## config.mk

```make
export PLATFORM = sky130hd
export DESIGN_NAME = calc_top
export DESIGN_NICKNAME = d
export VERILOG_FILES = /design/src/verilog/calc_pkg.sv /design/src/verilog/ps2_rx.sv /design/src/verilog/key_decoder.sv /design/src/verilog/calc_control.sv /design/src/verilog/calc_alu.sv /design/src/verilog/seg_display.sv /design/src/verilog/calc_top.sv
export SDC_FILE = /design/constraint.sdc
export NUM_CORES = 1
export LEC_CHECK = 0
export ABC_AREA = 1
export BUFFER_PORTS_ARGS = -buffer_cell sky130_fd_sc_hd__buf_2
export CORE_ASPECT_RATIO = 0.7
export CORE_MARGIN = 5
export CORE_UTILIZATION = 55
export DETAILED_ROUTE_END_ITERATION = 8
export PLACE_DENSITY = 0.8
export SLEW_MARGIN = 10
export SYNTH_ARGS = -nofsm -noshare
export SYNTH_HDL_FRONTEND = slang
export SYNTH_HIERARCHICAL = 1
export SYNTH_SLANG_ARGS = --single-unit
```

## constraint.sdc

```tcl
create_clock -name clk -period 8.1 [get_ports clk]
set_clock_uncertainty 0.15 [all_clocks]
set_input_delay 2.43 -clock clk [delete_from_list [all_inputs] [get_ports clk]]
set_output_delay 2.43 -clock clk [all_outputs]
set_load 0.05 [all_outputs]
```

## src/verilog/calc_pkg.sv

```systemverilog
package calc_pkg;

  typedef logic [9:0] value_t;   // unsigned magnitude
  typedef logic [3:0] bcd_t;     // one decimal digit
  typedef logic [6:0] seg_t;     // active low, bit 0 is segment a

  localparam value_t max_value = 10'd999;

  ////////////////////
  // scan codes, set 2
  localparam logic [7:0] code_break  = 8'hF0;
  localparam logic [7:0] code_extend = 8'hE0;
  localparam logic [7:0] code_add    = 8'h1C;  // A
  localparam logic [7:0] code_sub    = 8'h1B;  // S
  localparam logic [7:0] code_mul    = 8'h22;  // X
  localparam logic [7:0] code_clear  = 8'h21;  // C
  localparam logic [7:0] code_enter  = 8'h5A;

  // [0] top row, [1] keypad; entries listed 9 down to 0
  localparam logic [1:0][9:0][7:0] digit_codes = {
    {8'h7D, 8'h75, 8'h6C, 8'h74, 8'h73, 8'h6B, 8'h7A, 8'h72, 8'h69, 8'h70},
    {8'h46, 8'h3E, 8'h3D, 8'h36, 8'h2E, 8'h25, 8'h26, 8'h1E, 8'h16, 8'h45}
  };

  typedef enum logic [2:0] {key_digit, key_add, key_sub, key_mul, key_clear, key_enter} key_kind_t;
  typedef enum logic [1:0] {op_none, op_add, op_sub, op_mul} op_t;
  typedef enum logic [1:0] {cmd_append, cmd_latch, cmd_compute, cmd_clear} cmd_kind_t;

  typedef struct packed {
    key_kind_t kind;
    bcd_t      digit;
  } key_event_t;

  typedef struct packed {
    cmd_kind_t kind;
    op_t       op;
    bcd_t      digit;
  } calc_cmd_t;

  ////////////////////
  // segment patterns, 9 down to 0
  localparam seg_t [9:0] seg_digits = {
    7'b0010000, 7'b0000000, 7'b1111000, 7'b0000010, 7'b0010010,
    7'b0011001, 7'b0110000, 7'b0100100, 7'b1111001, 7'b1000000
  };
  localparam seg_t seg_minus = 7'b0111111;  // middle segment only
  localparam seg_t seg_blank = 7'b1111111;

endpackage

```

## src/verilog/ps2_rx.sv

```systemverilog
`timescale 1ns/1ps

module ps2_rx #(
  parameter int debounce_cycles = 15
) (
  input  logic       clk,
  input  logic       rst,
  input  logic       ps2_clk,
  input  logic       ps2_data,
  output logic [7:0] rx_byte,
  output logic       rx_valid
);

  localparam int cnt_w = $clog2(debounce_cycles + 1);

  logic [1:0] line_in;
  logic [1:0] sync_a;
  logic [1:0] sync_b;
  wire  [1:0] line_db;          // [0] clock, [1] data
  logic       clk_db_q;
  logic       clk_fall;
  logic       clk_rise;
  logic [3:0] bit_cnt;
  logic [10:0] frame;           // stop, parity, data[7:0], start
  logic       frame_ok;

  assign line_in = {ps2_data, ps2_clk};

  always_ff @(posedge clk or posedge rst) begin
    if (rst) begin
      sync_a <= 2'b11;          // lines idle high
      sync_b <= 2'b11;
    end else begin
      sync_a <= line_in;
      sync_b <= sync_a;
    end
  end

  ////////////////////
  // debounce, one per line
  for (genvar i = 0; i < 2; i++) begin : g_debounce
    logic [cnt_w-1:0] cnt;
    logic             held;
    logic             db;
    always_ff @(posedge clk or posedge rst) begin
      if (rst) begin
        cnt  <= '0;
        held <= 1'b1;
        db   <= 1'b1;
      end else if (sync_b[i] != held) begin
        held <= sync_b[i];      // restart the stable count
        cnt  <= '0;
      end else if (cnt == cnt_w'(debounce_cycles)) begin
        db <= held;
      end else begin
        cnt <= cnt + 1'b1;
      end
    end
    assign line_db[i] = db;
  end

  ////////////////////
  // frame assembly
  assign clk_fall = clk_db_q & ~line_db[0];
  assign clk_rise = ~clk_db_q & line_db[0];
  assign frame_ok = ~frame[0] & frame[10] & (^frame[9:1]);  // start, stop, odd parity

  always_ff @(posedge clk or posedge rst) begin
    if (rst) begin
      clk_db_q <= 1'b1;
      bit_cnt  <= '0;
      rx_valid <= 1'b0;
    end else begin
      clk_db_q <= line_db[0];
      rx_valid <= 1'b0;
      if (clk_fall && bit_cnt != 4'd11) begin
        bit_cnt <= bit_cnt + 1'b1;
      end else if (clk_rise && bit_cnt == 4'd11) begin
        bit_cnt  <= '0;
        rx_valid <= frame_ok;   // bad frames vanish here
      end
    end
  end

  always_ff @(posedge clk) begin
    if (clk_fall && bit_cnt != 4'd11)
      frame <= {line_db[1], frame[10:1]};  // lsb first
    if (clk_rise && bit_cnt == 4'd11)
      rx_byte <= frame[8:1];
  end

endmodule

```

## src/verilog/key_decoder.sv

```systemverilog
`timescale 1ns/1ps

module key_decoder (
  input  logic                  clk,
  input  logic                  rst,
  input  logic [7:0]            rx_byte,
  input  logic                  rx_valid,
  output calc_pkg::key_event_t  key,
  output logic                  key_valid
);

  import calc_pkg::*;

  logic       break_seen;
  logic       extend_seen;
  logic       known;
  key_event_t ev;

  always_comb begin
    known    = 1'b1;
    ev.kind  = key_digit;
    ev.digit = '0;
    case (rx_byte)
      code_add:   ev.kind = key_add;
      code_sub:   ev.kind = key_sub;
      code_mul:   ev.kind = key_mul;
      code_clear: ev.kind = key_clear;
      code_enter: ev.kind = key_enter;
      default: begin
        known = 1'b0;
        for (int t = 0; t < 2; t++) begin    // top row and keypad
          for (int d = 0; d < 10; d++) begin
            if (rx_byte == digit_codes[t][d]) begin
              known    = 1'b1;
              ev.digit = bcd_t'(d);
            end
          end
        end
      end
    endcase
  end

  always_ff @(posedge clk or posedge rst) begin
    if (rst) begin
      break_seen  <= 1'b0;
      extend_seen <= 1'b0;
      key_valid   <= 1'b0;
    end else begin
      key_valid <= 1'b0;
      if (rx_valid) begin
        if (rx_byte == code_break) begin
          break_seen <= 1'b1;
        end else if (rx_byte == code_extend) begin
          extend_seen <= 1'b1;
        end else begin
          break_seen  <= 1'b0;
          extend_seen <= 1'b0;
          key_valid   <= known & ~break_seen & ~extend_seen;  // plain make codes only
        end
      end
    end
  end

  always_ff @(posedge clk) begin
    if (rx_valid)
      key <= ev;
  end

endmodule

```

## src/verilog/calc_control.sv

```systemverilog
`timescale 1ns/1ps

module calc_control (
  input  logic                 clk,
  input  logic                 rst,
  input  calc_pkg::key_event_t key,
  input  logic                 key_valid,
  output calc_pkg::calc_cmd_t  cmd,
  output logic                 cmd_valid,
  output logic                 minus_en
);

  import calc_pkg::*;

  op_t       op;         // latched operation
  op_t       op_sel;
  cmd_kind_t next_kind;

  always_comb begin
    op_sel    = op;
    next_kind = cmd_append;
    case (key.kind)
      key_add:   begin op_sel = op_add; next_kind = cmd_latch; end
      key_sub:   begin op_sel = op_sub; next_kind = cmd_latch; end
      key_mul:   begin op_sel = op_mul; next_kind = cmd_latch; end
      key_enter: next_kind = cmd_compute;
      key_clear: begin op_sel = op_none; next_kind = cmd_clear; end
      default:   next_kind = cmd_append;
    endcase
  end

  always_ff @(posedge clk or posedge rst) begin
    if (rst) begin
      op        <= op_none;
      cmd_valid <= 1'b0;
      minus_en  <= 1'b0;
    end else begin
      cmd_valid <= 1'b0;
      if (key_valid) begin
        op        <= op_sel;
        cmd_valid <= (key.kind != key_enter) || (op != op_none);  // lone enter does nothing
        minus_en  <= (next_kind == cmd_latch) || (next_kind == cmd_compute);  // hidden while typing
      end
    end
  end

  always_ff @(posedge clk) begin
    if (key_valid)
      cmd <= '{kind: next_kind, op: op_sel, digit: key.digit};
  end

endmodule

```

## src/verilog/calc_alu.sv

```systemverilog
`timescale 1ns/1ps

module calc_alu (
  input  logic                clk,
  input  logic                rst,
  input  calc_pkg::calc_cmd_t cmd,
  input  logic                cmd_valid,
  output calc_pkg::value_t    shown,
  output logic                negative
);

  import calc_pkg::*;

  value_t             ans;
  value_t             temp;        // first operand
  logic [13:0]        entry;
  logic signed [11:0] operand;
  logic signed [11:0] sum;
  logic [11:0]        mag;
  logic [19:0]        product;
  value_t             result;
  logic               result_neg;

  function automatic value_t clamp(input logic [19:0] v);
    return (v > 20'(max_value)) ? max_value : value_t'(v);
  endfunction

  ////////////////////
  // arithmetic
  always_comb begin
    entry   = 14'(ans) * 14'd10 + 14'(cmd.digit);
    operand = negative ? -$signed(12'(temp)) : $signed(12'(temp));
    if (cmd.op == op_sub)
      sum = operand - $signed(12'(ans));
    else
      sum = operand + $signed(12'(ans));
    mag     = sum[11] ? 12'(-sum) : 12'(sum);
    product = 20'(temp) * 20'(ans);
    case (cmd.op)
      op_add, op_sub: begin
        result     = clamp(20'(mag));
        result_neg = sum[11];
      end
      op_mul: begin
        result     = clamp(product);
        result_neg = negative;     // sign carried over
      end
      default: begin
        result     = ans;
        result_neg = negative;
      end
    endcase
  end

  always_ff @(posedge clk or posedge rst) begin
    if (rst) begin
      ans      <= '0;
      temp     <= '0;
      shown    <= '0;
      negative <= 1'b0;
    end else if (cmd_valid) begin
      case (cmd.kind)
        cmd_append: begin
          if (entry <= 14'(max_value)) begin  // extra digit ignored past 999
            ans   <= value_t'(entry);
            shown <= value_t'(entry);
          end
        end
        cmd_latch: begin
          temp <= ans;
          ans  <= '0;              // shown keeps the old number
        end
        cmd_compute: begin
          ans      <= result;
          shown    <= result;
          negative <= result_neg;
        end
        default: begin
          ans      <= '0;
          temp     <= '0;
          shown    <= '0;
          negative <= 1'b0;
        end
      endcase
    end
  end

endmodule

```

## src/verilog/seg_display.sv

```systemverilog
`timescale 1ns/1ps

module seg_display #(
  parameter int scan_div_bits = 16
) (
  input  logic             clk,
  input  logic             rst,
  input  calc_pkg::value_t shown,
  input  logic             negative,
  input  logic             minus_en,
  output logic [3:0]       digit,
  output calc_pkg::seg_t   display
);

  import calc_pkg::*;

  logic [scan_div_bits-1:0] prescale;
  logic                     scan_en;
  logic [1:0]               pos;       // 0 ones, 1 tens, 2 hundreds, 3 sign
  logic [1:0]               pos_next;
  bcd_t                     hundreds;
  bcd_t                     tens;
  bcd_t                     ones;

  function automatic seg_t seg_of(input bcd_t d);
    return (d <= 4'd9) ? seg_digits[d] : seg_blank;
  endfunction

  assign scan_en  = &prescale;
  assign pos_next = pos + 2'd1;

  ////////////////////
  // scan
  always_ff @(posedge clk or posedge rst) begin
    if (rst) begin
      prescale <= '0;
      pos      <= 2'd0;
      digit    <= 4'b1110;
    end else begin
      prescale <= prescale + 1'b1;
      if (scan_en) begin
        pos   <= pos_next;
        digit <= ~(4'b0001 << pos_next);  // one-cold select
      end
    end
  end

  // decimal split
  assign hundreds = bcd_t'(shown / 10'd100);
  assign tens     = bcd_t'((shown / 10'd10) % 10'd10);
  assign ones     = bcd_t'(shown % 10'd10);

  always_comb begin
    case (pos)
      2'd0: display = seg_of(ones);
      2'd1: begin
        if (hundreds == 4'd0 && tens == 4'd0)
          display = seg_blank;     // leading zero
        else
          display = seg_of(tens);
      end
      2'd2: display = (hundreds == 4'd0) ? seg_blank : seg_of(hundreds);
      default: display = (negative && minus_en) ? seg_minus : seg_blank;
    endcase
  end

endmodule

```

## src/verilog/calc_top.sv

```systemverilog
`timescale 1ns/1ps

module calc_top #(
  parameter int debounce_cycles = 15,
  parameter int scan_div_bits   = 16
) (
  input  logic           clk,
  input  logic           rst,
  input  logic           ps2_clk,
  input  logic           ps2_data,
  output logic [3:0]     digit,
  output calc_pkg::seg_t display
);

  import calc_pkg::*;

  logic [7:0] rx_byte;
  logic       rx_valid;
  key_event_t key;
  logic       key_valid;
  calc_cmd_t  cmd;
  logic       cmd_valid;
  logic       minus_en;
  value_t     shown;
  logic       negative;

  ps2_rx #(.debounce_cycles(debounce_cycles)) i_rx (
    .clk(clk), .rst(rst), .ps2_clk(ps2_clk), .ps2_data(ps2_data),
    .rx_byte(rx_byte), .rx_valid(rx_valid)
  );

  key_decoder i_keys (
    .clk(clk), .rst(rst), .rx_byte(rx_byte), .rx_valid(rx_valid),
    .key(key), .key_valid(key_valid)
  );

  calc_control i_ctrl (
    .clk(clk), .rst(rst), .key(key), .key_valid(key_valid),
    .cmd(cmd), .cmd_valid(cmd_valid), .minus_en(minus_en)
  );

  calc_alu i_alu (
    .clk(clk), .rst(rst), .cmd(cmd), .cmd_valid(cmd_valid),
    .shown(shown), .negative(negative)
  );

  seg_display #(.scan_div_bits(scan_div_bits)) i_seg (
    .clk(clk), .rst(rst), .shown(shown), .negative(negative), .minus_en(minus_en),
    .digit(digit), .display(display)
  );

endmodule

```

==> results.txt, run 1 <==
Sequential share of the synthesized area -> 0.224
DRT iter0 DRCs -> 1467
Dpl hpwl -> 25.1 mm
Highest Signal Layer -> met4
EDFF count, synth -> 34
Routed wire length on met3 -> 3.01 mm
Largest net degree at the start of global routing -> 32
Worst EP required -> 5.52 ns
Total Wirelength -> 36.1 mm
Fin crit share -> 1.13
Final hold vios -> 0
Overall die height -> 142 um
Starting Density -> 0.559
CTS clk-pin slew, worst paths -> 0.07 ns
RSZ-0062 raised after global routing -> true
Final setup viols -> 7
Worst-margin pin slew -> 0.807 ns
Status -> complete, but fails checks
Slew HR -> 0.462
Fmax -> 110 MHz
GPL Wtd Cong -> 0.955
Pre-Repair DR Iteration Count -> 6
Post-Synthesis Cell Area -> 13800 um^2
Yosys warnings -> 6
Clock Tree Buf Depth -> 2
TritonCTS Buffers -> 17
Layout Cells excl Fill -> 2407
Setup ws final -> -1.03 ns
Synthesized net count -> 2189
Count of input and output buffers -> 14
Clock Tree Root -> clkbuf_16
Violated checks -> setup timing
Slowest CP cell -> dfrtp_2
Maximum fanout along the worst path -> 7
Final core occ -> 0.645
Vias in the first global route -> 12500
PD cells -> 86.3 nW/um^2
Yosys reg bits -> 116
Total power -> 1.37 mW
Peak supply drop -> 0.000149 V
Critical Path Source Type -> flip-flop
# diodes -> 0
Yosys top cell area share -> 0.166
First-pass GRT wire length -> 57.8 mm
Worst Setup End Kind -> primary output
DR vias/cell -> 5.49
Metal-1 WL -> 16.0 mm
Met2 WL -> 16.0 mm
Share of cells above drive strength 1 -> 0.175
Hold_buf cts -> 0
LEAKAGE -> 9.14 nW
Placed cells -> 2329
Most frequent cells in the layout -> 567 x nand2_1, 327 x inv_1, 122 x nand3_1, 122 x ha_1, 117 x nor2_1
Synth cell types -> 63
Via count -> 13200
H-tree Lvls -> 4
Predominant post-synthesis flop cell -> dfrtp_1
Average size of a mapped cell -> 6.91 um^2
Crit path top cell by count -> nand2_2
Max incr delay on CP -> 0.47 ns
Die X -> 199 um
Post-DRT Antenna Nets -> 0
Routed len/inst -> 15.0 um
Slew Viols, Final -> 0
TritonCTS clock tree -> yes
Max-cap check violation count -> 0
Fin crit period -> 9.13 ns
Post-place setup slack -> -0.344 ns
Final Net Count -> 2267
Area of the die -> 28300 um^2
Antenna violations before repair -> 0
GRT Residual Overflow -> 0
DRC Markers -> 0
Most common cell after layout, fill and taps aside -> nand2_1
Clk_lat worst skew -> 0.42 ns
TNS Setup -> -6.84 ns
Sink Count -> 116
Ys async rst share -> 0.707
Crit path kind -> reg2out
Hold Path Class -> reg2reg
Num ports -> 15
Rows -> 48
GRT Util Overall -> 0.242
Synth Instances -> 1991
Layout area overhead -> 15.4%
Top cells by area, synth -> nand2_1 17%, dfrtp_1 13%, ha_1 12%
Crit path DAT -> 6.55 ns
Synth area leader -> nand2_1
Core area -> 24600 um^2
-- cell type report --
class	instances	area [um^2]
Clock buffer	17	425
Clock inverter	15	156
Fill cell	1980	8740
Inverter	369	1410
Multi-Input combinational cell	1473	9670
Sequential cell	116	3090
Tap cell	325	407
Timing Repair Buffer	92	722
-- logic make-up (layout without fill, tap and decap cells) --
logic type | after synthesis | count (layout) | synth area share
adder cells (fa/ha/maj) | 194 | 194 | 0.212
AND/OR/NAND/NOR | 1029 | 1029 | 0.333
multiplexers | 1 | 1 | 0.000727
XOR/XNOR | 61 | 61 | 0.0399
buffers and inverters | 402 | 493 | 0.111
AO/OA/AOI/OAI | 188 | 188 | 0.0792
flip-flops | 116 | 116 | 0.224
-- cell usage after synthesis (2+ instances only) --
master and count:
nand2_1 609, inv_1 333, nand3_1 136, ha_1 129
nor2_1 123, a21oi_1 76, dfrtp_1 70, fa_1 65
o21ai_0 45, xor2_1 38, nand2_2 36, edfxtp_1 34
inv_2 34, nand4_1 31, clkbuf_1 28, nor3_1 27
xnor2_1 21, o21ai_1 16, dfstp_2 12, nand3_2 12
nor2_2 12, nand3b_1 9, o22ai_1 9, nand2_4 8
o21ai_2 8, a31oi_1 6, o31ai_1 5, nor2_4 4
or2_2 4, a211oi_1 3, a21oi_2 3, and2_1 3
nor3_2 3, nor4_1 3, o211ai_1 3, o21a_1 3
buf_2 2, nand4_4 2, xor2_2 2
-- worst max-delay path, delay by kind of cell, from the launching register on --
kind	cells	cell delay, ns
compound gates	2	0.29
fa+ha+maj	2	0.34
buf+inv	12	1.11
flops	1	0.47
simple gates	39	3.89
-- metal layers --
layer  track usage  vias up
met5             0        -
met4        0.0558        0
met3        0.0478      119
met2         0.379      575
met1         0.348     6106
li1              -     6426
-- registers in the layout, indices dropped and copies added, names as in the netlist, 4 cells and up --
register / count
i_rx/frame: 11
i_keys/key: 7
i_alu/ans: 10
i_ctrl/cmd: 8
i_rx/bit_cnt: 4
i_alu/shown: 10
i_seg/prescale: 16
i_seg/digit: 4
i_rx/g_debounce.cnt: 8
i_rx/rx_byte: 8
i_alu/temp: 10
-- stage by stage --
step,hold WS [ns],area (um^2)
after detailed placement,0.197,14400
after global routing,0.202,15900
after floorplan,0.195,13800
after CTS,0.201,15400
final,0.201,15900
after global placement,0.198,14400
-- report_power, final --
part           internal, mW  switching [mW]  total (mW)
clock                 0.413           0.321       0.734
sequential            0.608         0.00580       0.614
combinational       0.00671          0.0154      0.0221
total                  1.03           0.343        1.37
-- timing repair --
item / in CTS / in global routing
pin swaps: 49 / 52
endpoints found under the setup margin: 7 / 7
buffers inserted: 22 / 24
gates resized for setup: 98 / 65
-- worst paths after layout --
path | from | endpoint | slack (ns) | depth (start not counted)
worst max-delay path | i_alu/shown[7]$_DFFE_PP0P_ | display[6] | -1.03 | 55
worst min-delay path | i_rx/sync_a[0]$_DFF_PP1_ | i_rx/sync_b[0]$_DFF_PP1_ | 0.20 | 0
worst max register to register | i_alu/ans[9]$_DFFE_PP0P_ | i_alu/shown[7]$_DFFE_PP0P_ | 1.55 | 28
worst min register to register | i_rx/sync_a[0]$_DFF_PP1_ | i_rx/sync_b[0]$_DFF_PP1_ | 0.20 | 0
max in group asynchronous | rst | i_seg/prescale[7]$_DFF_PP0_ | 5.20 | 2
min in group asynchronous | rst | i_keys/extend_seen$_DFFE_PP0P_ | 1.80 | 2
No activity file was read; power rests on OpenSTA's default activity.
==> inputs of run 2 (changes only) <==
ABC_CLOCK_PERIOD_IN_PS = 8100   (was default)
BUFFER_PORTS_ARGS = default   (was -buffer_cell sky130_fd_sc_hd__buf_2)
DONT_BUFFER_PORTS = 1   (was default)
PLACE_DENSITY = 0.79   (was 0.8)
TNS_END_PERCENT = 50   (was default)
==> results.txt, run 2 (synthesis gave the netlist of run 1 again) <==
Status -> complete, but fails checks (unchanged)
Violated checks -> setup timing (unchanged)
Clock Power Share -> 0.536 (about the same)
RSZ-0062 raised after global routing -> true (unchanged)
Maximum fanout along the worst path -> 7 (unchanged)
DRT iter0 DRCs -> 1371 (was 1467)
TritonCTS Buffers -> 17 (unchanged)
Peak supply drop -> 0.000136 V (was 0.000149 V)
Worst path depth -> 52 (was 55)
Slew HR -> 0.462 (about the same)
Post-DRT Antenna Nets -> 0 (unchanged)
CP delay by family, top -> simple AND/OR/NAND/NOR gates (unchanged)
CP endpoint -> display[1] (was display[6])
Final core occ -> 0.637 (was 0.645)
DR vias/cell -> 5.51 (was 5.49)
Critical Path Source Type -> flip-flop (unchanged)
Worst R2R End -> i_alu/shown[2]$_DFFE_PP0P_ (was i_alu/shown[7]$_DFFE_PP0P_)
Count of input and output buffers -> 0 (was 14)
CTS clk-pin slew, worst paths -> 0.07 ns (about the same)
WP buf/inv -> 10 (was 12)
Comb pwr share -> 0.015 (was 0.016)
Rows -> 48 (unchanged)
Largest net degree at the start of global routing -> 32 (unchanged)
Clk_lat worst skew -> 0.42 ns (about the same)
Final setup viols -> 7 (unchanged)
Regs by FF count -> i_seg/prescale: 16 flops, i_rx/frame: 11 flops (unchanged)
Setup ws final -> -0.518 ns (was -1.03 ns)
Top reg by flops -> i_seg/prescale (unchanged)
Final Cell Area -> 15700 um^2 (was 15900 um^2)
GRT Util Overall -> 0.244 (was 0.242)
Die X -> 199 um (unchanged)
Worst-margin pin slew -> 0.808 ns (was 0.807 ns)
P_sw -> 341 uW (was 343 uW)
Routed len/inst -> 14.6 um (was 15.0 um)
GPL Wtd Cong -> 0.951 (was 0.955)
Worst Reg-to-Reg Cells -> 27 (was 28)
GRT Residual Overflow -> 0 (unchanged)
TritonCTS clock tree -> yes (unchanged)
Fin crit period -> 8.62 ns (was 9.13 ns)
Crit path DAT -> 6.04 ns (was 6.55 ns)
First-pass GRT wire length -> 58.0 mm (was 57.8 mm)
H-tree Lvls -> 4 (unchanged)
Sequential share of power -> 0.449 (was 0.448)
Worst EP required -> 5.52 ns (about the same)
Num ports -> 15 (unchanged)
Most frequent cells in the layout -> 570 x nand2_1, 326 x inv_1, 126 x nand3_1, 123 x ha_1, 117 x nor2_1 (was 567 x nand2_1, 327 x inv_1, 122 x nand3_1, 122 x ha_1, 117 x nor2_1)
Hold Path Class -> reg2reg (unchanged)
R2R Path Start -> i_alu/ans[9]$_DFFE_PP0P_ (unchanged)
LEAKAGE -> 8.99 nW (was 9.14 nW)
Max-cap check violation count -> 0 (unchanged)
P_int -> 1.03 mW (about the same)
Reg2reg setup slack -> 1.48 ns (was 1.55 ns)
PD cells -> 87.2 nW/um^2 (was 86.3 nW/um^2)
CP Launch Point -> i_alu/shown[7]$_DFFE_PP0P_ (unchanged)
Vias in the first global route -> 12400 (was 12500)
Via count -> 13100 (was 13200)
Overall die height -> 142 um (unchanged)
TNS Setup -> -3.33 ns (was -6.84 ns)
Core area -> 24600 um^2 (unchanged)
Fmax -> 116 MHz (was 110 MHz)
Clock Tree Root -> clkbuf_16 (unchanged)
Max incr delay on CP -> 0.48 ns (was 0.47 ns)
Hold_buf cts -> 0 (unchanged)
Most common cell after layout, fill and taps aside -> nand2_1 (unchanged)
Fin crit share -> 1.06 (was 1.13)
Total Wirelength -> 34.9 mm (was 36.1 mm)
Hold path cells -> 0 (unchanged)
Area of the die -> 28300 um^2 (unchanged)
Max reg flops -> 16 (unchanged)
Clock Tree Buf Depth -> 2 (unchanged)
Crit path kind -> reg2out (unchanged)
Final Net Count -> 2242 (was 2267)
Slew Viols, Final -> 0 (unchanged)
Antenna violations before repair -> 0 (unchanged)
Sink Count -> 116 (unchanged)
Crit path top cell by count -> nand2_4 (was nand2_2)
Final hold vios -> 0 (unchanged)
Slowest CP cell -> dfrtp_2 (unchanged)
# diodes -> 0 (unchanged)
Share of cells above drive strength 1 -> 0.159 (was 0.175)
Dpl hpwl -> 25.9 mm (was 25.1 mm)
Worst Setup End Kind -> primary output (unchanged)
Starting Density -> 0.559 (unchanged)
Dpl cell area -> 14300 um^2 (was 14400 um^2)
DRC Markers -> 0 (unchanged)
Layout area overhead -> 14.0% (was 15.4%)
Sw Share -> 0.249 (was 0.250)
Pre-Repair DR Iteration Count -> 8 (was 6)
Fin Hold WS -> 0.206 ns (was 0.201 ns)
## run 2: worst reg2reg max path: cells and delay by family (launching register included)
kind / cells / cell delay [ns]
buf+inv: 3 / 0.14
fa+ha+maj: 6 / 3.03
flops: 1 / 0.83
simple gates: 17 / 2.19
compound gates: 1 / 0.19
## run 2: metal layers
layer | part of all wire | up-vias | track usage
met1 | 0.45 | 6129 | 0.359
met4 | 0.021 | 0 | 0.0561
met5 | 0 | - | 0
li1 | - | 6386 | -
met3 | 0.079 | 82 | 0.0395
met2 | 0.45 | 529 | 0.379
## run 2: power groups by stage
stage | clock network, mW | registers [mW] | logic [mW]
floorplan | 0 | 0.623 | 0.0169
global placement | 0 | 0.625 | 0.0201
detailed placement | 0 | 0.625 | 0.0209
CTS | 0.745 | 0.614 | 0.0214
global route | 0.771 | 0.615 | 0.0256
finish | 0.732 | 0.614 | 0.0208
## run 2: worst min-delay path by stage
stage	from	end	slack, ns
6_report	i_rx/sync_a[0]$_DFF_PP1_	i_rx/sync_b[0]$_DFF_PP1_	0.21
5_1_grt	i_rx/sync_a[0]$_DFF_PP1_	i_rx/sync_b[0]$_DFF_PP1_	0.21
4_1_cts	i_rx/sync_a[0]$_DFF_PP1_	i_rx/sync_b[0]$_DFF_PP1_	0.21
3_5_place_dp	i_rx/sync_a[0]$_DFF_PP1_	i_rx/sync_b[0]$_DFF_PP1_	0.20
3_3_place_gp	i_rx/sync_a[0]$_DFF_PP1_	i_rx/sync_b[0]$_DFF_PP1_	0.20
2_1_floorplan	i_rx/sync_a[0]$_DFF_PP1_	i_rx/sync_b[0]$_DFF_PP1_	0.20
## run 2: area by class of cell
class	instances	area (um^2)
multi-input cells	1473	9610
fillers	2045	8940
flip-flops and latches	116	3090
inverters	369	1400
repair buffers	67	602
clock buffers	17	425
well taps	325	407
clock inverters	15	156
## run 2: per-stage QoR
step	instances	power [mW]	setup slack, ns
after floorplan	1991	0.640	0.126
after global placement	2310	0.645	0.00214
after detailed placement	2310	0.646	-0.371
after CTS	2367	1.38	-0.284
after global routing	2382	1.41	-0.966
final	2382	1.37	-0.518
## run 2: what timing repair did
action | in CTS | in global routing
resized for setup | 73 | 53
cloned | 0 | 0
setup buffers | 25 | 15
pin swaps | 49 | 59
setup endpoints to repair | 7 | 7
